<file path="src/include/mem_ops.svh">
`ifndef MEM_OPS_SVH
`define MEM_OPS_SVH

// memory operation encodings from the decode stage
`define MEM_LB  3'b000
`define MEM_LH  3'b001
`define MEM_LW  3'b010
`define MEM_LBU 3'b011
`define MEM_LHU 3'b100
`define MEM_SB  3'b101
`define MEM_SH  3'b110
`define MEM_SW  3'b111

`endif

</file>
<file path="src/source/dcache_pkg.sv">
package dcache_pkg;

    `include "mem_ops.svh"

    // line geometry
    localparam int LINE_BYTES  = 16;
    localparam int LINE_W      = LINE_BYTES * 8;
    localparam int OFFSET_W    = $clog2(LINE_BYTES);
    localparam int LINE_ADDR_W = 32 - OFFSET_W;

    typedef enum logic [2:0] {
        OP_LB  = `MEM_LB,
        OP_LH  = `MEM_LH,
        OP_LW  = `MEM_LW,
        OP_LBU = `MEM_LBU,
        OP_LHU = `MEM_LHU,
        OP_SB  = `MEM_SB,
        OP_SH  = `MEM_SH,
        OP_SW  = `MEM_SW
    } mem_op_e;

    typedef logic [LINE_W-1:0] line_t;

    // whole line address, so the set count can change freely
    typedef struct packed {
        logic [LINE_ADDR_W-1:0] line_addr;
    } tag_entry_t;

    typedef struct packed {
        logic        valid;
        mem_op_e     op;
        logic [31:0] addr;
        logic [31:0] wdata;
    } core_req_t;

    typedef struct packed {
        logic        done;
        logic [31:0] rdata;
    } core_rsp_t;

    typedef struct packed {
        logic        req;
        logic        write;
        logic [31:0] addr;
        line_t       line;
    } mem_req_t;

    typedef struct packed {
        logic  ready;
        line_t line;
    } mem_rsp_t;

endpackage

</file>
<file path="src/source/load_store_align.sv">
`timescale 1ns/1ns

module load_store_align (
    input  dcache_pkg::mem_op_e                op_i,
    input  logic [dcache_pkg::OFFSET_W-1:0]    offset_i,
    input  dcache_pkg::line_t                  src_line_i,
    input  logic [31:0]                        wdata_i,
    output logic [31:0]                        rdata_o,
    output dcache_pkg::line_t                  merged_line_o
);

    import dcache_pkg::*;

    logic [OFFSET_W+2:0] bit_shift;
    line_t               shifted;
    line_t               field_mask;
    line_t               store_data;

    assign bit_shift = {offset_i, 3'b000};
    assign shifted   = src_line_i >> bit_shift;

    // load side
    always_comb begin
        unique case (op_i)
            OP_LB:   rdata_o = {{24{shifted[7]}}, shifted[7:0]};
            OP_LBU:  rdata_o = {24'd0, shifted[7:0]};
            OP_LH:   rdata_o = {{16{shifted[15]}}, shifted[15:0]};
            OP_LHU:  rdata_o = {16'd0, shifted[15:0]};
            default: rdata_o = shifted[31:0];
        endcase
    end

    // store side, field width from the op
    always_comb begin
        field_mask = '0;
        unique case (op_i)
            OP_SB:   field_mask[7:0]  = '1;
            OP_SH:   field_mask[15:0] = '1;
            OP_SW:   field_mask[31:0] = '1;
            default: field_mask       = '0;
        endcase
    end

    always_comb begin
        store_data        = '0;
        store_data[31:0]  = wdata_i;
        store_data        = store_data & field_mask;
        merged_line_o     = (src_line_i & ~(field_mask << bit_shift))
                          | (store_data << bit_shift);
    end

endmodule

</file>
<file path="config.mk">
export PLATFORM = sky130hd
export DESIGN_NAME = load_store_align
export DESIGN_NICKNAME = d
export VERILOG_FILES = /design/src/source/dcache_pkg.sv /design/src/source/load_store_align.sv
export VERILOG_INCLUDE_DIRS = /design/src /design/src/include
export SDC_FILE = /design/constraint.sdc
export NUM_CORES = 1
export LEC_CHECK = 0
export BUFFER_PORTS_ARGS = -buffer_cell sky130_fd_sc_hd__buf_2
export CAP_MARGIN = 10
export CORE_UTILIZATION = 30
export DETAILED_ROUTE_END_ITERATION = 7
export PLACE_DENSITY = 0.62
export SYNTH_ARGS = -nofsm -noshare
export SYNTH_HDL_FRONTEND = slang
export SYNTH_SLANG_ARGS = --single-unit
</file>
<file path="constraint.sdc">
create_clock -name vclk -period 5.26
set_input_delay 0.526 -clock vclk [all_inputs]
set_output_delay 0.526 -clock vclk [all_outputs]
set_load 0.03 [all_outputs]
</file>
# Word-level counts from Yosys, hierarchy flattened
# Cells that the tools add are included.
[op_classes]
n_reduce_logical = 3
muxes = 4
bitwise_logic = 4
shift = 3
eq_ne = 6
[ops]
columns = ["op", "n"]
rows = [
  ["$shl A32 B7 Y128", 2],
  ["$and A128 B128 Y128", 1],
  ["$not A128 Y128", 1],
  ["$or A128 B128 Y128", 1],
  ["$pmux W32 S4", 1],
  ["$shr A128 B7 Y32", 1],
  ["$and A32 B32 Y32", 1],
  ["$mux W16", 1],
  ["$mux W8", 2],
  ["$eq A3 B3 Y1 const B", 4],
  ["$eq A3 B1 Y1 const B", 1],
  ["$eq A3 B2 Y1 const B", 1],
  ["$logic_not A3 Y1", 1],
  ["$reduce_or A3 Y1", 1],
  ["$reduce_or A2 Y1", 1],
]
[word_totals]
wordCells = 20
regBits = 0

# Longest topological paths before layout
[depth]
word_depth = 7
ltp_mapped = 9
depth_no_buf = 5

# Worst setup path before layout
# No wires, ideal clock.
[synth_timing]
path_type = "input port to output port"
startpoint = "in offset_i[0] (netlist bit)"
endpoint = "out rdata_o[16]"
t_arrival_ps = 2633
setup_slack_ps = 2101
path_stages = 8
cell_sequence = "buf_4 > buf_4 > buf_4 > buf_2 > buf_4 > mux4_2 > a21o_1 > o21ai_0"
[synth_via]
elab_chain_cells = 2
[synth_rtl]
columns = ["element", "line", "text"]
rows = [
  ["start, declared", "load_store_align.sv:5", "input logic [dcache_pkg::OFFSET_W-1:0] offset_i,"],
  ["$shr A128 B7 Y32", "load_store_align.sv:20", "assign shifted = src_line_i >> bit_shift;"],
  ["$pmux W32 S4", "load_store_align.sv:24", "unique case (op_i)"],
  ["end, declared", "load_store_align.sv:8", "output logic [31:0] rdata_o,"],
]
# No other way between the ends.

# Worst setup path after layout
[layout_timing]
startpoint = "in offset_i[2] (netlist bit)"
endpoint = "out merged_line_o[87]"
[layout_via]
elab_chain_cells = 4
word_cells_on_any_way = 5
classes_between = "2 x shift; 3 x bitwise"
[layout_rtl]
columns = ["element", "line", "text"]
rows = [
  ["$shl A32 B7 Y128", "load_store_align.sv:48", "merged_line_o = (src_line_i & ~(field_mask << bit_shift))"],
  ["$not A128 Y128", "load_store_align.sv:48", ""],
  ["$and A128 B128 Y128", "load_store_align.sv:48", ""],
  ["$or A128 B128 Y128 *", "load_store_align.sv:49", "| (store_data << bit_shift);"],
  ["end, declared", "load_store_align.sv:9", "output dcache_pkg::line_t merged_line_o"],
]
# Mark *: on every way between the ends. The rest lies on a longest branch, timed or not.

==> results.json <==
{
  "outcome": "finished clean",
  "path_class": "input port to primary output",
  "slowest_stage": "buf_4",
  "cp-start-kind": "input port",
  "wl_met2_um": 15800,
  "synth_area_leaders": "mux2i_1 18%, mux4_2 18%, o2bb2ai_1 6.2%, a22o_1 4.5%, nand2_1 4.4%",
  "syn-instance-count": 740,
  "io_buffers": 327,
  "final_nets": 1181,
  "vias": 8340,
  "nFlopsAndLatches": 0,
  "gp_congestion": 0.981,
  "wl_met3_um": 4160,
  "required_ns": 4.73,
  "post_cts_resized": 0,
  "wl_per_cell_um": 28.8,
  "crit_path_end_kind": "primary output",
  "fin_area_um2": 7600,
  "drt-met1-wl_um": 15500,
  "fp.dieW_um": 141,
  "critPathMaxStageDelay_ns": 0.65,
  "path_buf_inv": 2,
  "postCtsSetupBuffers": 0,
  "hpwlAfterDp_um": 29000,
  "route.detailed.drc": 0,
  "grt_first_pass_wirelength_um": 51600,
  "fin_ws_ns": 1.15,
  "ys_seq_area_share_pct": 0,
  "relSlewSlack_pct": 24.8,
  "fp-row-count": 50,
  "groute.usage.overall_pct": 35.0,
  "worstMarginPinSlew_ns": 1.13,
  "finalPower_w": 0.000996,
  "core-area_um2": 18800,
  "grt_max_degree": 59,
  "setup_tns_ns": 0,
  "yosys.area.top_type_share_pct": 18.2,
  "final_common_cell": "buf_2",
  "areaGrowthSynthToFinish_pct": 30.6,
  "final_layout_size_suffix_gt1_share_pct": 42.1,
  "cts-hold-fix-buffers": 0,
  "seqCellArea_um2": 0,
  "vias_per_cell": 6.55,
  "firstDrtPassIters": 5,
  "synthesis.area_um2": 5810,
  "die_h_um": 141,
  "ir_worst_vdd_mv": 0.0573,
  "clock_buffers": 0,
  "synth_cell_types": 54,
  "crit_chain": "buf_4 -> nand2_1 -> or3_1 -> nor2_2 -> a21oi_1 -> a221o_1 -> buf_2",
  "first_iter_violations": 977,
  "antenna_found_initial": 1,
  "syn_nets": 907,
  "power.leakage_nw": 3.40,
  "nFillCells": 1993,
  "hold_viol": 0,
  "rsz0062_at_grt": "no",
  "io_pins": 327,
  "max_cap_viol_count": 0,
  "final_cell_mix": "325 x buf_2, 105 x mux2i_1, 68 x nand2_1",
  "place_area_um2": 7590,
  "cpLargestDelayFamily": "simple AND/OR/NAND/NOR gates",
  "multi_input_area_um2": 5410,
  "fmax_mhz": 243,
  "ant_nets": 0,
  "period_share_pct": 78.1,
  "grt_pass1_vias": 7557,
  "crit_arrival_ns": 3.58,
  "period_needed_ns": 4.11,
  "crit_path_max_fanout": 58,
  "synth-warning-count": 0,
  "post-place-ws_ns": 1.29,
  "hp-class": "input port to primary output",
  "grt_overflow_total": 0,
  "die_area_um2": 19900,
  "finalSetupViolations": 0,
  "maxSlewViolCount": 0,
  "top_layer_used": "met4",
  "drt-total-wl_um": 36700,
  "initial_utilization_pct": 30.9,
  "yosysTopAreaCell": "mux2i_1",
  "syn_area_per_cell_um2": 7.86,
  "powerDensity_nw_per_um2": 131
}
## stage by stage
stage	utilization [%]	cells	hold slack [ns]
after global placement	40.3	1272	1.43
final	40.3	1274	1.43
after global routing	40.3	1273	1.44
after floorplan	-	740	1.28
after CTS	40.3	1272	1.43
after detailed placement	40.3	1272	1.42
## path summary, 6_finish.rpt
check             slack [ns]  depth (start not counted)           endpoint      startpoint
setup / recovery        1.15                          7  merged_line_o[87]     offset_i[2]
hold / removal          1.43                          3  merged_line_o[27]  src_line_i[27]
## cell type report
class / count / share of cell area, %
inverter: 6 / 0.296
antenna: 2 / 0.0659
multi-input combinational: 655 / 71.2
tap: 260 / 4.28
timing repair buffer: 351 / 24.1
## power by group
part	switching, W	leakage [nW]	internal [W]
logic	0.000655	3.40	0.000341
registers	0	0	0
clock network	0	0.0000127	0.0000000000508
## cells in the mapped netlist (all sizes together), types with 8 or more instances
master	number
a22oi	23
a32oi	10
mux2	16
o21ai	66
mux4	47
nor3	22
a2bb2oi	8
buf	44
o211ai	17
o2bb2ai	41
a22o	30
a221o	21
a21oi	30
mux2i	106
nand3	8
nor2	45
nor2b	16
o22ai	9
clkbuf	35
nand2	68
## metal layers
layer / GRT usage (%) / up-vias
met4: 9.84 / 0
met1: 50.2 / 3998
met3: 5.57 / 76
met2: 53.5 / 681
met5: 0 / -
li1: - / 3585
## cells by family after synthesis
kind of cell             after synthesis  share of synthesized area, %
AO/OA/AOI/OAI                        305                          38.7
adder cells (fa/ha/maj)                1                         0.172
buffers and inverters                 85                          7.04
multiplexers                         169                          39.6
AND/OR/NAND/NOR                      180                          14.5
Power figures use the tool's default switching activity.
