## config.mk

```make
export PLATFORM = sky130hd
export DESIGN_NAME = dcache_ctrl
export DESIGN_NICKNAME = d
export VERILOG_FILES = /design/src/source/dcache_pkg.sv /design/src/source/dcache_ctrl.sv
export VERILOG_INCLUDE_DIRS = /design/src /design/src/include
export SDC_FILE = /design/constraint.sdc
export NUM_CORES = 1
export LEC_CHECK = 0
export BUFFER_PORTS_ARGS = -buffer_cell sky130_fd_sc_hd__clkbuf_2
export CAP_MARGIN = 25
export CORE_AREA = 4 4 321 323
export CTS_CLUSTER_SIZE = 28
export DETAILED_ROUTE_END_ITERATION = 12
export DIE_AREA = 0 0 325 327
export PLACE_DENSITY = 0.3
export SYNTH_ARGS = -nofsm -noshare
export SYNTH_HDL_FRONTEND = slang
export SYNTH_SLANG_ARGS = --single-unit
```

## constraint.sdc

```tcl
create_clock -name clk_i -period 4 [get_ports clk_i]
set_clock_uncertainty 0.1 [all_clocks]
set_input_delay 0.4 -clock clk_i [delete_from_list [all_inputs] [get_ports clk_i]]
set_output_delay 0.4 -clock clk_i [all_outputs]
set_load 0.01 [all_outputs]
```

## src/include/mem_ops.svh

```systemverilog
`ifndef MEM_OPS_SVH
`define MEM_OPS_SVH

// memory operation encodings from the decode stage
`define MEM_LB  3'b000
`define MEM_LH  3'b001
`define MEM_LW  3'b010
`define MEM_LBU 3'b011
`define MEM_LHU 3'b100
`define MEM_SB  3'b101
`define MEM_SH  3'b110
`define MEM_SW  3'b111

`endif

```

## src/source/dcache_pkg.sv

```systemverilog
package dcache_pkg;

    `include "mem_ops.svh"

    // line geometry
    localparam int LINE_BYTES  = 16;
    localparam int LINE_W      = LINE_BYTES * 8;
    localparam int OFFSET_W    = $clog2(LINE_BYTES);
    localparam int LINE_ADDR_W = 32 - OFFSET_W;

    typedef enum logic [2:0] {
        OP_LB  = `MEM_LB,
        OP_LH  = `MEM_LH,
        OP_LW  = `MEM_LW,
        OP_LBU = `MEM_LBU,
        OP_LHU = `MEM_LHU,
        OP_SB  = `MEM_SB,
        OP_SH  = `MEM_SH,
        OP_SW  = `MEM_SW
    } mem_op_e;

    typedef logic [LINE_W-1:0] line_t;

    // whole line address, so the set count can change freely
    typedef struct packed {
        logic [LINE_ADDR_W-1:0] line_addr;
    } tag_entry_t;

    typedef struct packed {
        logic        valid;
        mem_op_e     op;
        logic [31:0] addr;
        logic [31:0] wdata;
    } core_req_t;

    typedef struct packed {
        logic        done;
        logic [31:0] rdata;
    } core_rsp_t;

    typedef struct packed {
        logic        req;
        logic        write;
        logic [31:0] addr;
        line_t       line;
    } mem_req_t;

    typedef struct packed {
        logic  ready;
        line_t line;
    } mem_rsp_t;

endpackage

```

## src/source/dcache_ctrl.sv

```systemverilog
`timescale 1ns/1ns

module dcache_ctrl #(
    parameter int SETS = 128
) (
    input  logic                       clk_i,
    input  logic                       rst_i,
    input  dcache_pkg::core_req_t      core_req_i,
    input  logic                       mem_avail_i,
    input  dcache_pkg::mem_rsp_t       mem_rsp_i,
    input  dcache_pkg::tag_entry_t     tag_rd_i,
    input  dcache_pkg::line_t          data_rd_i,
    input  logic                       valid_i,
    input  logic                       dirty_i,
    input  dcache_pkg::line_t          merged_line_i,
    output logic                       ram_en_o,
    output logic                       ram_we_o,
    output logic [$clog2(SETS)-1:0]    ram_index_o,
    output dcache_pkg::tag_entry_t     tag_wr_o,
    output dcache_pkg::line_t          data_wr_o,
    output logic                       set_valid_o,
    output logic                       set_dirty_o,
    output logic                       clear_dirty_o,
    output logic                       align_src_o,
    output logic                       done_o,
    output dcache_pkg::mem_req_t       mem_req_o
);

    import dcache_pkg::*;

    localparam int IDX_W = $clog2(SETS);

    typedef enum logic [1:0] {
        IDLE,
        LOOKUP,
        WRITEBACK,
        REFILL
    } state_e;

    state_e                 state_q;
    state_e                 state_d;
    logic                   done_q;
    logic                   done_d;
    logic                   latch_victim;
    line_t                  victim_line_q;
    logic [LINE_ADDR_W-1:0] victim_addr_q;

    logic [LINE_ADDR_W-1:0] req_line_addr;
    logic                   is_store;
    logic                   tag_hit;

    assign req_line_addr = core_req_i.addr[31:OFFSET_W];
    assign is_store      = core_req_i.op inside {OP_SB, OP_SH, OP_SW};
    assign tag_hit       = valid_i && (tag_rd_i.line_addr == req_line_addr);

    // request is held until done, so it addresses every RAM access
    assign ram_index_o = core_req_i.addr[OFFSET_W +: IDX_W];

    always_comb begin
        state_d       = state_q;
        done_d        = 1'b0;
        latch_victim  = 1'b0;
        ram_en_o      = 1'b0;
        ram_we_o      = 1'b0;
        tag_wr_o      = tag_rd_i;
        data_wr_o     = merged_line_i;
        set_valid_o   = 1'b0;
        set_dirty_o   = 1'b0;
        clear_dirty_o = 1'b0;
        align_src_o   = 1'b0;
        done_o        = done_q;

        // victim stays on the bus while the write-back is pending
        mem_req_o.req   = 1'b0;
        mem_req_o.write = 1'b0;
        mem_req_o.addr  = {victim_addr_q, {OFFSET_W{1'b0}}};
        mem_req_o.line  = victim_line_q;

        unique case (state_q)
            IDLE: begin
                if (done_q) begin
                    // hit completes here, store hit writes back the merged line
                    if (is_store) begin
                        ram_en_o    = 1'b1;
                        ram_we_o    = 1'b1;
                        set_dirty_o = 1'b1;
                    end
                end else if (core_req_i.valid) begin
                    ram_en_o = 1'b1;
                    state_d  = LOOKUP;
                end
            end

            LOOKUP: begin
                if (tag_hit) begin
                    done_d  = 1'b1;
                    state_d = IDLE;
                end else if (mem_avail_i) begin
                    mem_req_o.req = 1'b1;
                    if (valid_i && dirty_i) begin
                        mem_req_o.write = 1'b1;
                        mem_req_o.addr  = {tag_rd_i.line_addr, {OFFSET_W{1'b0}}};
                        mem_req_o.line  = data_rd_i;
                        latch_victim    = 1'b1;
                        state_d         = WRITEBACK;
                    end else begin
                        mem_req_o.addr = {req_line_addr, {OFFSET_W{1'b0}}};
                        state_d        = REFILL;
                    end
                end
            end

            WRITEBACK: begin
                if (mem_rsp_i.ready) begin
                    clear_dirty_o = 1'b1;
                    // refill right away if memory still takes commands
                    if (mem_avail_i) begin
                        mem_req_o.req  = 1'b1;
                        mem_req_o.addr = {req_line_addr, {OFFSET_W{1'b0}}};
                        state_d        = REFILL;
                    end else begin
                        state_d = LOOKUP;
                    end
                end
            end

            REFILL: begin
                align_src_o = 1'b1;
                if (mem_rsp_i.ready) begin
                    done_o             = 1'b1;
                    ram_en_o           = 1'b1;
                    ram_we_o           = 1'b1;
                    tag_wr_o.line_addr = req_line_addr;
                    set_valid_o        = 1'b1;
                    if (is_store) begin
                        data_wr_o   = merged_line_i;
                        set_dirty_o = 1'b1;
                    end else begin
                        data_wr_o     = mem_rsp_i.line;
                        clear_dirty_o = 1'b1;
                    end
                    state_d = IDLE;
                end
            end

            default: state_d = IDLE;
        endcase
    end

    always_ff @(posedge clk_i) begin
        if (!rst_i) begin
            state_q <= IDLE;
            done_q  <= 1'b0;
        end else begin
            state_q <= state_d;
            done_q  <= done_d;
        end
    end

    always_ff @(posedge clk_i) begin
        if (latch_victim) begin
            victim_line_q <= data_rd_i;
            victim_addr_q <= tag_rd_i.line_addr;
        end
    end

endmodule

```

# ---- Word level (Yosys, flattened, before mapping)
# Cells that the tools add are included.
dict set report op_classes {
  add_sub_neg 0
  n_mul 0
  n_bitwise 0
  n_mux 47
  order_cmp 0
  n_div 0
  eq_ne 12
  n_reduce_logical 6
  shift 0
}
# op n
set op_table {}
lappend op_table {{$mux W128} 5}
lappend op_table {{$mux W162} 2}
lappend op_table {{$mux W32} 3}
lappend op_table {{$pmux W32 S2} 1}
lappend op_table {{$mux W28} 2}
lappend op_table {{$eq A28 B28 Y1} 1}
lappend op_table {{$mux W1} 21}
lappend op_table {{$mux W2} 7}
lappend op_table {{$pmux W1 S2} 5}
lappend op_table {{$eq A3 B3 Y1 const B} 3}
lappend op_table {{$ne A2 B2 Y1 const B} 4}
lappend op_table {{$pmux W2 S4} 1}
lappend op_table {{$reduce_and A5 Y1} 1}
lappend op_table {{$eq A2 B2 Y1 const B} 2}
lappend op_table {{$ne A3 B3 Y1 const B} 1}
lappend op_table {{$reduce_bool A3 Y1} 1}
lappend op_table {{$eq A2 B1 Y1 const B} 1}
lappend op_table {{$logic_and A1 B1 Y1} 2}
lappend op_table {{$logic_not A2 Y1} 1}
lappend op_table {{$reduce_and A2 Y1} 1}
dict set report totals {
  in_bits 486
  latchBits 0
  memories 0
  reg_bits 159
  ram_bits 0
  rom_bits 0
  wordCells 69
}

# ---- Depth between registers and ports, before layout
dict set report logic_depth {
  depth_word 5
  depth_mapped 9
  depth_no_buf 8
}

# ---- Worst setup path before layout
# Ideal clock, no wire load.
dict set report synth_path {
  path_kind {register to output}
  start {reg state_q[1]}
  end {out mem_req_o[118] (netlist bit)}
  path_slack_ns 0.786
  t_arrival_ns 2.714
  path_stages_with_launch 9
  n_path_buf 3
  cell_sequence {dfxtp_1 > inv_1 > ha_1 > clkbuf_1 > inv_1 > nor3b_1 > buf_6 > buf_6 > mux2_1}
}
# element line
set synth_lines {}
lappend synth_lines {{start: declaration} dcache_ctrl.sv:40} ;# state_e state_q;
lappend synth_lines {{start signal: assignment} dcache_ctrl.sv:155} ;# state_q <= state_d;
lappend synth_lines {{end: declaration} dcache_ctrl.sv:26} ;# output dcache_pkg::mem_req_t mem_req_o

==> key figures <==
Outcome
  – Outcome: completed

Route
  – Routed vias/inst: 3.45
  – Detailed Routing Iterations Pass 1: 5
  – Total Wirelength: 59700 µm
  – Final ANT Viol Nets: 0
  – 1st-iter DRT viols: 538
  – WL per Instance: 19.7 µm
  – Via count: 10423
  – DRC: 0

Logic synthesis
  – Yosys cell types: 39
  – Largest cells by area after synthesis: edfxtp_1, mux2_2, mux2_4
  – Syn. warnings: 0
  – FF+latch count, synth: 159
  – Synth Cell Area: 10500 µm²
  – Yosys top cell by area: edfxtp_1
  – Post-Syn Instances: 806
  – Synth top area share: 44.7%
  – Sequential share of the synthesized area: 45.3%
  – Mapped Avg Cell Area: 13.0 µm²

Die
  – Ports: 818
  – Die area: 106000 µm²
  – Starting Density: 10.5%
  – Row count: 116
  – Die W: 325 µm
  – Floorplan Core Area: 99900 µm²
  – Chip Height: 327 µm

Worst setup path
  – FF-to-FF setup slack: 1.46 ns
  – Req. time, crit path: 3.50 ns
  – CP endpoint: mem_req_o[123]
  – Reg2reg path depth: 7
  – Reg2reg start: state_q[1]
  – Crit start category: input port
  – Crit Path Class: input port to primary output
  – Worst setup EP type: primary output
  – FF-to-FF End: victim_addr_q[23]
  – Worst-path fanout max: 19
  – CP Launch Point: tag_rd_i[2]
  – Critical Path AT: 3.22 ns

STA
  – Final setup margin: 0.281 ns
  – Final Hold Viols: 0
  – Least-Margin Pin Slew: 0.862 ns
  – Min Tclk post-route: 3.72 ns
  – Period utilisation layout: 93.0%
  – Slew Limit Fails: 0
  – Max-slew headroom: 42.4%
  – Setup violators final: 0
  – Fmax: 269 MHz
  – Unrepaired setup endpoints after global routing: false
  – Setup TNS: 0 ns

Placement
  – Routability cong.: 0.920
  – DPL Wire Length: 49600 µm
  – Post-Place Worst Slack: 0.492 ns
  – Port bufs: 777

GRT
  – Largest net degree at the start of global routing: 50
  – Remaining Overflow, GRT: 0
  – Vias in the first global route: 10818
  – First-pass GRT wire length: 82200 µm
  – Initial antenna violation count: 26
  – Total GRT Usage: 10.7%

CTS
  – CTS root buf: clkbuf_16
  – Clock buffer depth: 2
  – Total CTS buffers: 17
  – CTS tree: yes
  – Clk_lat worst skew: 0.49 ns
  – CTS sink cnt: 159
  – H-tree levels: 4
  – CTS resizes: 0
  – CTS clk-pin slew, worst paths: 0.07 ns

Finish
  – Share of layout cells above drive strength 1: 65.6%
  – Final nets: 2197
  – Syn-to-layout area delta: 71.2%

Worst hold path
  – HP Class: input port to flop
  – Cell count of the worst hold path: 1

Power and ir drop
  – Pleak: 7.84 nW
  – P per Cell Area: 305 nW/µm²
  – VDD IR-drop max: 324 µV

Flow run
  – Number of max-cap violations: 0
area by class of cell:
type / instances / area (µm²)
Antenna cell: 8 / 20.0
Clock buffer: 17 / 425
Clock inverter: 15 / 186
Fill cell: 11186 / 81900
Inverter: 5 / 18.8
Multi-Input combinational cell: 575 / 5330
Sequential cell: 159 / 4740
Tap cell: 1298 / 1620
Timing Repair Buffer: 948 / 5580
synthesized netlist by cell type:
library cell and instances:
o22ai_1 1, nor4_1 4, and2_1 1, mux2_4 100, a22oi_1 21, dfxtp_1 3, nor2_1 1, nand4_2 1
a21oi_1 31, o21ai_0 3, conb_1 1, mux2_2 175, buf_4 12, nand2_1 110, nand4b_1 1, xor2_1 11
a31oi_1 1, inv_1 5, a221o_1 7, a41oi_1 1, nand2b_1 4, nand3_1 3, o21bai_1 2, nand3b_1 1
nor3_1 2, ha_1 5, mux2_1 9, xnor2_1 17, buf_1 2, edfxtp_1 156, nor3b_1 2, nand4_1 4
buf_2 1, a2bb2oi_1 1, clkbuf_1 42, and3_1 9, o211ai_1 22, buf_6 13, a22o_1 21
report_power, final:
part           total [W]  switching (W)  internal (W)  leakage, nW
registers        0.00193      0.0000249       0.00191         1.43
clock network    0.00176       0.000861      0.000899        0.297
logic            0.00178       0.000968      0.000807         6.11
total            0.00547        0.00185       0.00361         7.84
metrics by stage:
stage	hold slack, ns	instance area (µm²)	instances	utilization (%)	power [W]
6_report	0.0553	17900	3025	18.0	0.00547
5_1_grt	0.0108	17900	3021	17.9	0.00579
4_1_cts	0.000437	17900	3017	17.9	0.00562
3_5_place_dp	0.441	16000	2853	16.0	0.00367
3_3_place_gp	0.431	16000	2853	16.0	0.00367
2_1_floorplan	0.396	10500	809	-	0.00278
metal layers:
layer	up-vias	GRT usage [%]	part of all wire, %
li1	4866	-	-
met1	4936	12.3	40
met2	511	17.3	46
met3	84	5.23	10
met4	26	4.22	2.9
met5	-	0	0.29
logic make-up (layout without fill, tap and decap cells):
| group | Yosys count | in the layout | share of synthesized area (%) |
|---|---|---|---|
| mux | 284 | 284 | 34.1 |
| flops | 159 | 159 | 45.3 |
| simple gates | 143 | 143 | 5.95 |
| compound gates | 111 | 111 | 7.56 |
| buf+inv | 75 | 985 | 4.06 |
| xor+xnor | 28 | 28 | 2.34 |
| fa+ha+maj | 5 | 5 | 0.598 |
| other cells | 1 | 12 | 0.0358 |
sequential cells by signal (all words and copies together), names as in the netlist:
register       flops
done_q             1
victim_line_q    128
state_q            2
victim_addr_q     28
worst min-delay path by stage:
stage	from	end	slack (ns)
finish	data_rd_i[38]	victim_line_q[38]	0.06
global route	data_rd_i[38]	victim_line_q[38]	0.01
CTS	tag_rd_i[4]	victim_addr_q[4]	0.0004
detailed placement	state_q[1]	state_q[1]	0.44
global placement	state_q[1]	state_q[1]	0.43
floorplan	state_q[1]	state_q[1]	0.40
placed cells by master (no fill, tap or decap), drive strengths merged, types with 3 or more instances in the layout:
| master | instances |
|---|---|
| dlygate4sd3 | 132 |
| o21ai | 3 |
| nand2b | 4 |
| conb | 4 |
| inv | 13 |
| a221o | 7 |
| clkbuf | 794 |
| ha | 5 |
| nand2 | 110 |
| nand4 | 5 |
| a22oi | 21 |
| nand3 | 3 |
| a21oi | 31 |
| xor2 | 11 |
| nor4 | 4 |
| a22o | 21 |
| buf | 39 |
| o211ai | 22 |
| xnor2 | 17 |
| and3 | 9 |
| diode | 8 |
| edfxtp | 156 |
| clkinv | 5 |
| dfxtp | 3 |
| mux2 | 284 |
worst max-delay path: stages:
cell	delay (ns)
dlygate4sd3_1	0.56
clkbuf_2	0.15
xnor2_1	0.15
nand4_1	0.12
nor4_1	0.42
nand4_2	0.22
nor3b_2	0.24
buf_12	0.17
buf_12	0.19
mux2_1	0.38
clkbuf_2	0.16
timing repair:
item                      CTS  global route
hold endpoints to repair  132             0
hold buffers              132             0
buffers inserted            0             0
(Power assumes the default switching activity.)
