`src/source/line_status.sv`:
```
`timescale 1ns/1ns

module line_status #(
    parameter int SETS = 128
) (
    input  logic                    clk_i,
    input  logic                    rst_i,
    input  logic [$clog2(SETS)-1:0] index_i,
    input  logic                    set_valid_i,
    input  logic                    set_dirty_i,
    input  logic                    clear_dirty_i,
    output logic                    valid_o,
    output logic                    dirty_o
);

    logic [SETS-1:0] valid_q;
    logic [SETS-1:0] dirty_q;

    always_ff @(posedge clk_i) begin
        if (!rst_i) begin
            valid_q <= '0;
            dirty_q <= '0;
        end else begin
            if (set_valid_i) begin
                valid_q[index_i] <= 1'b1;
            end
            // set wins over clear
            if (set_dirty_i) begin
                dirty_q[index_i] <= 1'b1;
            end else if (clear_dirty_i) begin
                dirty_q[index_i] <= 1'b0;
            end
        end
    end

    assign valid_o = valid_q[index_i];
    assign dirty_o = dirty_q[index_i];

endmodule

```
`config.mk`:
```
export PLATFORM = sky130hd
export DESIGN_NAME = line_status
export DESIGN_NICKNAME = d
export VERILOG_FILES = /design/src/source/line_status.sv
export SDC_FILE = /design/constraint.sdc
export NUM_CORES = 1
export LEC_CHECK = 0
export BUFFER_PORTS_ARGS = -buffer_cell sky130_fd_sc_hd__buf_2
export CORE_MARGIN = 4
export CORE_UTILIZATION = 60
export CTS_CLUSTER_SIZE = 30
export DETAILED_ROUTE_END_ITERATION = 16
export GPL_TIMING_DRIVEN = 0
export HOLD_SLACK_MARGIN = 0.1
export PLACE_DENSITY_LB_ADDON = 0.15
export SLEW_MARGIN = 20
export SYNTH_ARGS = -nofsm -noshare
export SYNTH_HDL_FRONTEND = slang
export SYNTH_SLANG_ARGS = --single-unit
```
`constraint.sdc`:
```
create_clock -name clk_i -period 2.74 [get_ports clk_i]
set_input_delay 0.411 -clock clk_i [delete_from_list [all_inputs] [get_ports clk_i]]
set_output_delay 0.411 -clock clk_i [all_outputs]
set_load 0.01 [all_outputs]
```
Word level (Yosys, flattened, before mapping)
Cells that the tools add are included.
{ "op_classes": {"order_cmp": 2, "muxes": 8, "bitwise": 4, "reduce_logical": 2} }
{ "ops": {"columns": ["operator", "count"], "rows": [
  ["128-bit 2-to-1 mux", 2],
  ["128-bit OR", 2],
  ["128-bit AND", 1],
  ["128-bit inverter", 1],
  ["1-bit binary-select mux with 7-bit select", 2],
  ["7-bit by 8-bit less-than comparator with 1-bit output, second input constant", 1],
  ["1-bit demux with 7-bit select", 1],
  ["7-bit by 1-bit >= comparator with 1-bit output, second input constant", 1],
  ["1-bit 2-to-1 mux", 3],
  ["2-bit nonzero test", 1],
  ["1-bit logical AND", 1]
]} }
{ "totals": {"register_bits": 256, "input_bits": 12} }

Logic depth before layout (Yosys ltp)
Gate-level depths: netlist of the first run.
{ "logic_depth": {"ltp_word": 8, "mapped_depth": 10, "ltp_nobuf": 6} }

Worst setup path after synthesis of the first run
Ideal clock, no wire load.
{ "synth_timing": {"kind": "input-to-output", "startpoint": "input port index_i[0]", "endpoint": "output port valid_o", "arrival_time_ns": 1.998, "t_required_ns": 2.329, "slack_ns": 0.331, "path_stages": 7, "path_cell_list": "buf_6 buf_6 mux4_2 mux4_2 nand2_1 o32a_1 o2111ai_1"} }
{ "synth_via": {"elab_chain_len": 2} }
{ "synth_rtl": {"columns": ["element", "line_no", "rtl"], "rows": [
  ["start: declaration", "8", "input logic [$clog2(SETS)-1:0] index_i,"],
  ["1-bit binary-select mux with 7-bit select", "36", "assign valid_o = valid_q[index_i];"],
  ["1-bit 2-to-1 mux (implied by the code)", "36", null],
  ["end: declaration", "12", "output logic valid_o,"]
]} }
No other way between the ends. The select of a mux whose other input is x is not followed.

Worst setup path after layout of the first run
{ "layout_timing": {"startpoint": "input port index_i[1]", "endpoint": "output port valid_o"} }
Same word-level chain as after synthesis.

==> impl_metrics.toml, run 1 <==
[clock_network]
ctsRootBufferMaster = "clkbuf_16"
worst_setup_hold_path_clk_slew_ns = 0.06
numCtsBuffers = 27
htreeDepth = 1
clock-sinks = 256
clk_latency_ns = 0.55
cts_tree = "done"
cts.path.max_buffers = 3

[critical_path]
regToRegSetupSlack_ns = 1.95
critPathKind = "input port to primary output"
critPathLaunchType = "input port"
path_max_fanout = 10
crit_start = "index_i[1]"
end_kind = "primary output"
arrival_ns = 2.50
crit_required_ns = 2.33

[layout]
fin_util = 0.700
num-fill-cells = 1499
multi_input_area_um2 = 5960
seqCellArea_um2 = 5130
nets = 1366
drive_gt1_frac = 0.120
antenna_cells = 0
fin_area_um2 = 13200
syn_to_final_growth_pct = 13.8

[min_path]
hold_path_class = "input port to flop"
hp-start = "rst_i"

[routing]
wirelength_um = 42400
wl_per_cell_um = 26.0
ant_nets = 0
via_per_inst = 6.83
drtPass1Iterations = 6
drc = 0
vias = 11142
initialDrtViolationCount = 1533

[yosys]
synthCells = 1316
ys_ff_latch = 256
ys_warn_count = 0
synth.avg_cell_area_um2 = 8.80
syn_area_um2 = 11600
ys_types = 50
synth_nets = 1328
ys.flop_type = "dfxtp_1"
synth_top_area_share = 0.443
synth_top_cell_by_area = "dfxtp_1"
synthTopCellsByArea = "dfxtp_1 (44%), a21boi_0 (8.0%), o21ai_0 (6.1%)"
yosysSeqAreaShare = 0.443
synth_edf_count = 0
postSynth.asyncResetShare = 0

[run]
cap_violations = 0

[global_routing]
grt_usage = 0.379
antenna_found_initial = 0
grt_pass1_vias = 10550
grt_pass1_wl_um = 63400
grt_start_max_net_pins = 15
grt.overflow.total = 0

[floorplanning]
die_area_um2 = 21600
io_pins = 14
num_rows = 50
start_util = 0.615
die_w_um = 147
core_area_um2 = 18800
die_h_um = 147

[outcome]
status = "finished, violations left"
violations = "setup timing"

[sta]
post-route-period-util = 1.06
hold_violations = 0
slew_viol_final = 0
setup_violations = 2
grt_setup_unrepaired = "yes"
relSlewSlack = 0.297
skew_ns = 0
min_period_ns = 2.91
setup_ws_ns = -0.168
clock.fmax_mhz = 344
worstMarginPinSlew_ns = 1.05

[power_and_ir_drop]
worst_ir_drop_vdd_v = 0.000463
leakage_nw = 4.38
powerDensity_nw_per_um2 = 652

[place]
io_buffers = 7
placed_area_um2 = 11900
dp_hpwl_um = 27700
place.gp.congestion = 0.994
-- cell usage in the layout (no fill, tap or decap), types with 8 or more instances in the layout --
cell type,instances
nor2b_1,70
mux4_2,23
clkbuf_8,8
clkbuf_1,84
buf_2,19
nor2_1,96
o21a_1,64
nand2_1,160
buf_6,8
o21ai_0,139
a221oi_1,41
clkbuf_16,27
a21oi_1,75
mux2_2,11
buf_4,10
mux2i_1,18
nand3_1,16
a21boi_0,123
a221oi_2,8
a22oi_1,9
nor3_1,8
clkbuf_4,8
dfxtp_1,255
-- layer usage --
metal / GRT usage / routed length, um
met5: 0.0205 / 0
met2: 0.577 / 18200
met1: 0.508 / 16300
met4: 0.187 / 2380
met3: 0.0895 / 5550
-- repair_timing --
action | 4_1_cts | 5_1_grt
endpoints found under the setup margin | 2 | 2
setup buffers | 0 | 3
pin swaps | 0 | 2
resized for setup | 46 | 23
hold buffers | 0 | 0
gates cloned | 0 | 0
-- cell families (layout without fill, tap and decap cells) --
group / Yosys count / in the layout / share of synthesized area
flip-flops: 256 / 256 / 0.443
multiplexers: 57 / 57 / 0.0771
buffers and inverters: 131 / 187 / 0.0511
AND/OR/NAND/NOR: 375 / 375 / 0.145
AO/OA/AOI/OAI: 497 / 497 / 0.284
-- power breakdown --
part           switching [mW]  total [mW]  leakage (nW)  internal [mW]
Sequential            0.00818        3.74          2.06           3.74
Clock                    1.59        4.15         0.496           2.56
Combinational           0.493       0.696          1.82          0.203
-- Yosys cell counts, types with 3 or more instances --
| cell | number |
|---|---|
| nand2b_1 | 5 |
| dfxtp_1 | 256 |
| nand2_1 | 161 |
| a221o_1 | 5 |
| nor2b_1 | 73 |
| a221oi_1 | 49 |
| o21a_1 | 64 |
| o21ai_0 | 142 |
| a21boi_1 | 5 |
| nand3_1 | 16 |
| nor3_2 | 3 |
| buf_2 | 20 |
| and2_1 | 3 |
| a21oi_1 | 76 |
| mux4_2 | 23 |
| clkbuf_1 | 94 |
| a22oi_1 | 9 |
| nor3_1 | 8 |
| nor2_1 | 98 |
| mux2i_1 | 18 |
| mux2_2 | 11 |
| buf_6 | 9 |
| o221ai_1 | 7 |
| a21boi_0 | 123 |
| mux2_4 | 4 |
| and3_1 | 3 |
-- area by class of cell --
| cell class | instances | share of cell area |
|---|---|---|
| Buffer | 126 | 0.0514 |
| Tap cell | 260 | 0.0247 |
| Clock inverter | 11 | 0.0167 |
| Sequential cell | 256 | 0.389 |
| Inverter | 4 | 0.00152 |
| Clock buffer | 36 | 0.0592 |
| Timing Repair Buffer | 10 | 0.00532 |
| Multi-Input combinational cell | 929 | 0.452 |
-- worst max-delay path: stages --
cell	delay (ns)
clkbuf_4	0.19
buf_4	0.24
nor2_2	0.44
a221oi_1	0.17
a21oi_1	0.19
nor2_1	0.09
o32a_1	0.38
o2111ai_2	0.21
buf_2	0.17
-- through the flow --
stage | setup slack, ns | TNS [ns] | hold slack, ns | std cells | total power, mW
2_1_floorplan | 0.331 | 0 | 0.435 | 1316 | 4.20
3_3_place_gp | -0.641 | -11.30 | 0.441 | 1583 | 4.44
3_5_place_dp | -0.668 | -13.09 | 0.450 | 1583 | 4.44
4_1_cts | -0.114 | -0.217 | 0.287 | 1629 | 8.49
5_1_grt | -0.199 | -0.357 | 0.322 | 1632 | 8.71
6_report | -0.168 | -0.332 | 0.306 | 1632 | 8.59
-- worst paths after layout --
kind | endpoint | depth (start not counted)
min | valid_q[110] | 2
max | valid_o | 9
min reg2reg | valid_q[30] | 1
max reg2reg | flop | 2
Note: power is estimated with default switching activity, not from simulation.
==> inputs of run 2 (changes only) <==
--- a/config.mk
+++ b/config.mk
@@ -5,6 +5,7 @@
 export SDC_FILE = /design/constraint.sdc
 export NUM_CORES = 1
 export LEC_CHECK = 0
+export ABC_AREA = 1
 export BUFFER_PORTS_ARGS = -buffer_cell sky130_fd_sc_hd__buf_2
 export CORE_MARGIN = 4
 export CORE_UTILIZATION = 60
@@ -13,7 +14,7 @@
 export GPL_TIMING_DRIVEN = 0
 export HOLD_SLACK_MARGIN = 0.1
 export PLACE_DENSITY_LB_ADDON = 0.15
-export SLEW_MARGIN = 20
+export SLEW_MARGIN = 0
 export SYNTH_ARGS = -nofsm -noshare
 export SYNTH_HDL_FRONTEND = slang
 export SYNTH_SLANG_ARGS = --single-unit
==> constraint.sdc (replaced) <==
create_clock -name clk_i -period 3.03 [get_ports clk_i]
set_input_delay 0.4545 -clock clk_i [delete_from_list [all_inputs] [get_ports clk_i]]
set_output_delay 0.4545 -clock clk_i [all_outputs]
set_load 0.01 [all_outputs]
==> run 2 against run 1 <==
  * The flow now finishes without violations
  * Sequential cell count unchanged
  * Worst hold slack improved by 0.099 ns
  * Wire length grew 3.8%
  * Sequential share of layout area decreased by 3.2 points
  * Sequential power is 9.4% lower
  * Final area grew 9.0%
  * Critical endpoint unchanged
==> impl_metrics.toml, run 2 <==
[yosys]
ys_ff_latch = 256
yosysMostFrequentCell = "nand2_1"
synth_fa_ha_area_frac = 0
synthCells = 2135
synth_top_cell_by_area = "dfxtp_1"
synth.avg_cell_area_um2 = 6.17
ys_types = 23
synth_nets = 2147
synth_top_area_share = 0.389
ys.flop_type = "dfxtp_1"
syn_area_um2 = 13200
synth_edf_count = 0
synth-simple-area-share = 0.403
ys_warn_count = 0
synthTopCellsByCount = "nand2_1 (1075), a21oi_1 (256), dfxtp_1 (256)"
synth_top_family_by_area = "simple AND/OR/NAND/NOR gates"
synthXorXnorAreaFrac = 0
synthTopCellsByArea = "dfxtp_1 (39%), nand2_1 (31%), a21oi_1 (9.7%)"
postSynth.asyncResetShare = 0
yosysSeqAreaShare = 0.389
synth_compound_area_frac = 0.110
synth.area.mux_share = 0

[clock_network]
ctsRootBufferMaster = "clkbuf_16"
worst_setup_hold_path_clk_slew_ns = 0.06
htreeDepth = 1
holdBufCountCts = 0
clock-sinks = 256
postCtsSetupBuffers = 0
clk_latency_ns = 0.54
cts_tree = "done"
numCtsBuffers = 27
cts_resized = 0
cts.path.max_buffers = 3

[critical_path]
rr_endpoint = "valid_q[1]"
critPathLaunchType = "input port"
regToRegSetupSlack_ns = 2.37
critPathKind = "input port to primary output"
path_max_fanout = 10
arrival_ns = 2.37
crit_required_ns = 2.58
regToRegStartpoint = "valid_q[1]"
reg2reg_depth = 2
end_kind = "primary output"

[sta]
whs_ns = 0.405
worstMarginPinSlew_ns = 1.14
clock.fmax_mhz = 354
min_period_ns = 2.83
post-route-period-util = 0.932
setup_violations = 0
grt_setup_unrepaired = "no"
slew_viol_final = 0
fin_setup_tns_ns = 0
relSlewSlack = 0.242
skew_ns = 0
hold_violations = 0

[floorplanning]
start_util = 0.619
die_h_um = 156
core_area_um2 = 21300
num_rows = 53
die_w_um = 156
io_pins = 14
die_area_um2 = 24400

[global_routing]
busiest_layer = "met2"
grt_pass1_wl_um = 67600
use_met1 = 0.471
grt_pass1_vias = 12484
grt.overflow.total = 0
gr-usage-met3 = 0.0624
use_met2 = 0.549
grt_start_max_net_pins = 13
grt_usage = 0.354
antenna_found_initial = 0

[power_and_ir_drop]
leakage_nw = 5.44
finalPower_mw = 7.12
worst_ir_drop_vdd_v = 0.000421
powerDensity_nw_per_um2 = 496

[routing]
vias = 13742
wl_per_cell_um = 17.9
drtPass1Iterations = 6
wirelength_um = 44000
initialDrtViolationCount = 1478
via_per_inst = 5.58
ant_nets = 0
drc = 0

[layout]
nets = 2185
drive_gt1_frac = 0.0799
final_common_cell = "nand2_1"
num-fill-cells = 1992
antenna_cells = 0
final_cell_mix = "nand2_1 (1075), a21oi_1 (256), dfxtp_1 (256), nor2_1 (146), inv_1 (140)"
syn_to_final_growth_pct = 9.09
fin_util = 0.675

[place]
dp_hpwl_um = 29500
place.gp.congestion = 0.932
io_buffers = 9

[run]
cap_violations = 0

[min_path]
hp-start = "clear_dirty_i"
holdPathStages = 4
hold_path_class = "input port to flop"

[outcome]
status = "complete, no violations"
## run 2: cell type report
type | instances | area [um2] | area share
multi-input cells | 1592 | 6760 | 0.471
flip-flops and latches | 256 | 5120 | 0.357
clock buffers | 41 | 788 | 0.0549
plain buffers | 123 | 654 | 0.0455
inverters | 164 | 626 | 0.0435
well taps | 275 | 344 | 0.0240
repair buffers | 9 | 45.0 | 0.00314
clock inverters | 4 | 20.0 | 0.00139
## run 2: stage by stage
stage	instances	instance area, um2	setup slack [ns]
4_1_cts	2464	14400	0.281
6_report	2464	14400	0.205
3_5_place_dp	2419	13600	0.322
3_3_place_gp	2419	13600	0.331
5_1_grt	2464	14400	0.155
2_1_floorplan	2135	13200	1.10
## run 2: how the worst max path moves through the flow
stage	endpoint	slack, ns	start	depth (start not counted)
CTS	valid_o	0.28	index_i[0]	14
finish	valid_o	0.20	index_i[0]	14
global placement	valid_o	0.33	index_i[0]	14
detailed placement	valid_o	0.32	index_i[0]	14
floorplan	valid_o	1.10	index_i[0]	13
global route	valid_o	0.15	index_i[0]	14
## run 2: power by group
group,leakage (nW),internal (mW),switching [mW],total [mW]
clock,0.401,1.77,1.33,3.10
sequential,2.06,3.38,0.00622,3.39
combinational,2.98,0.117,0.515,0.632
## run 2: worst max-delay path, stage by stage
cell and delay [ns]:
buf_2 0.13, inv_2 0.06, buf_6 0.12, buf_2 0.35, nand2_1 0.11, nand3_1 0.11, nand2_1 0.06, nor2_1 0.17
nor2_1 0.07, nor2_1 0.16, nand2_1 0.13, nand2_1 0.08, nand4_1 0.16, buf_2 0.19
## run 2: kinds of logic after synthesis
logic type,Yosys count
compound gates,288
buf+inv,287
flops,256
simple gates,1304
## run 2: layer usage
metal / up-vias / share of wire
li1: 6604 / -
met1: 6113 / 0.40
met2: 817 / 0.42
met3: 208 / 0.12
met4: 0 / 0.067
met5: - / 0
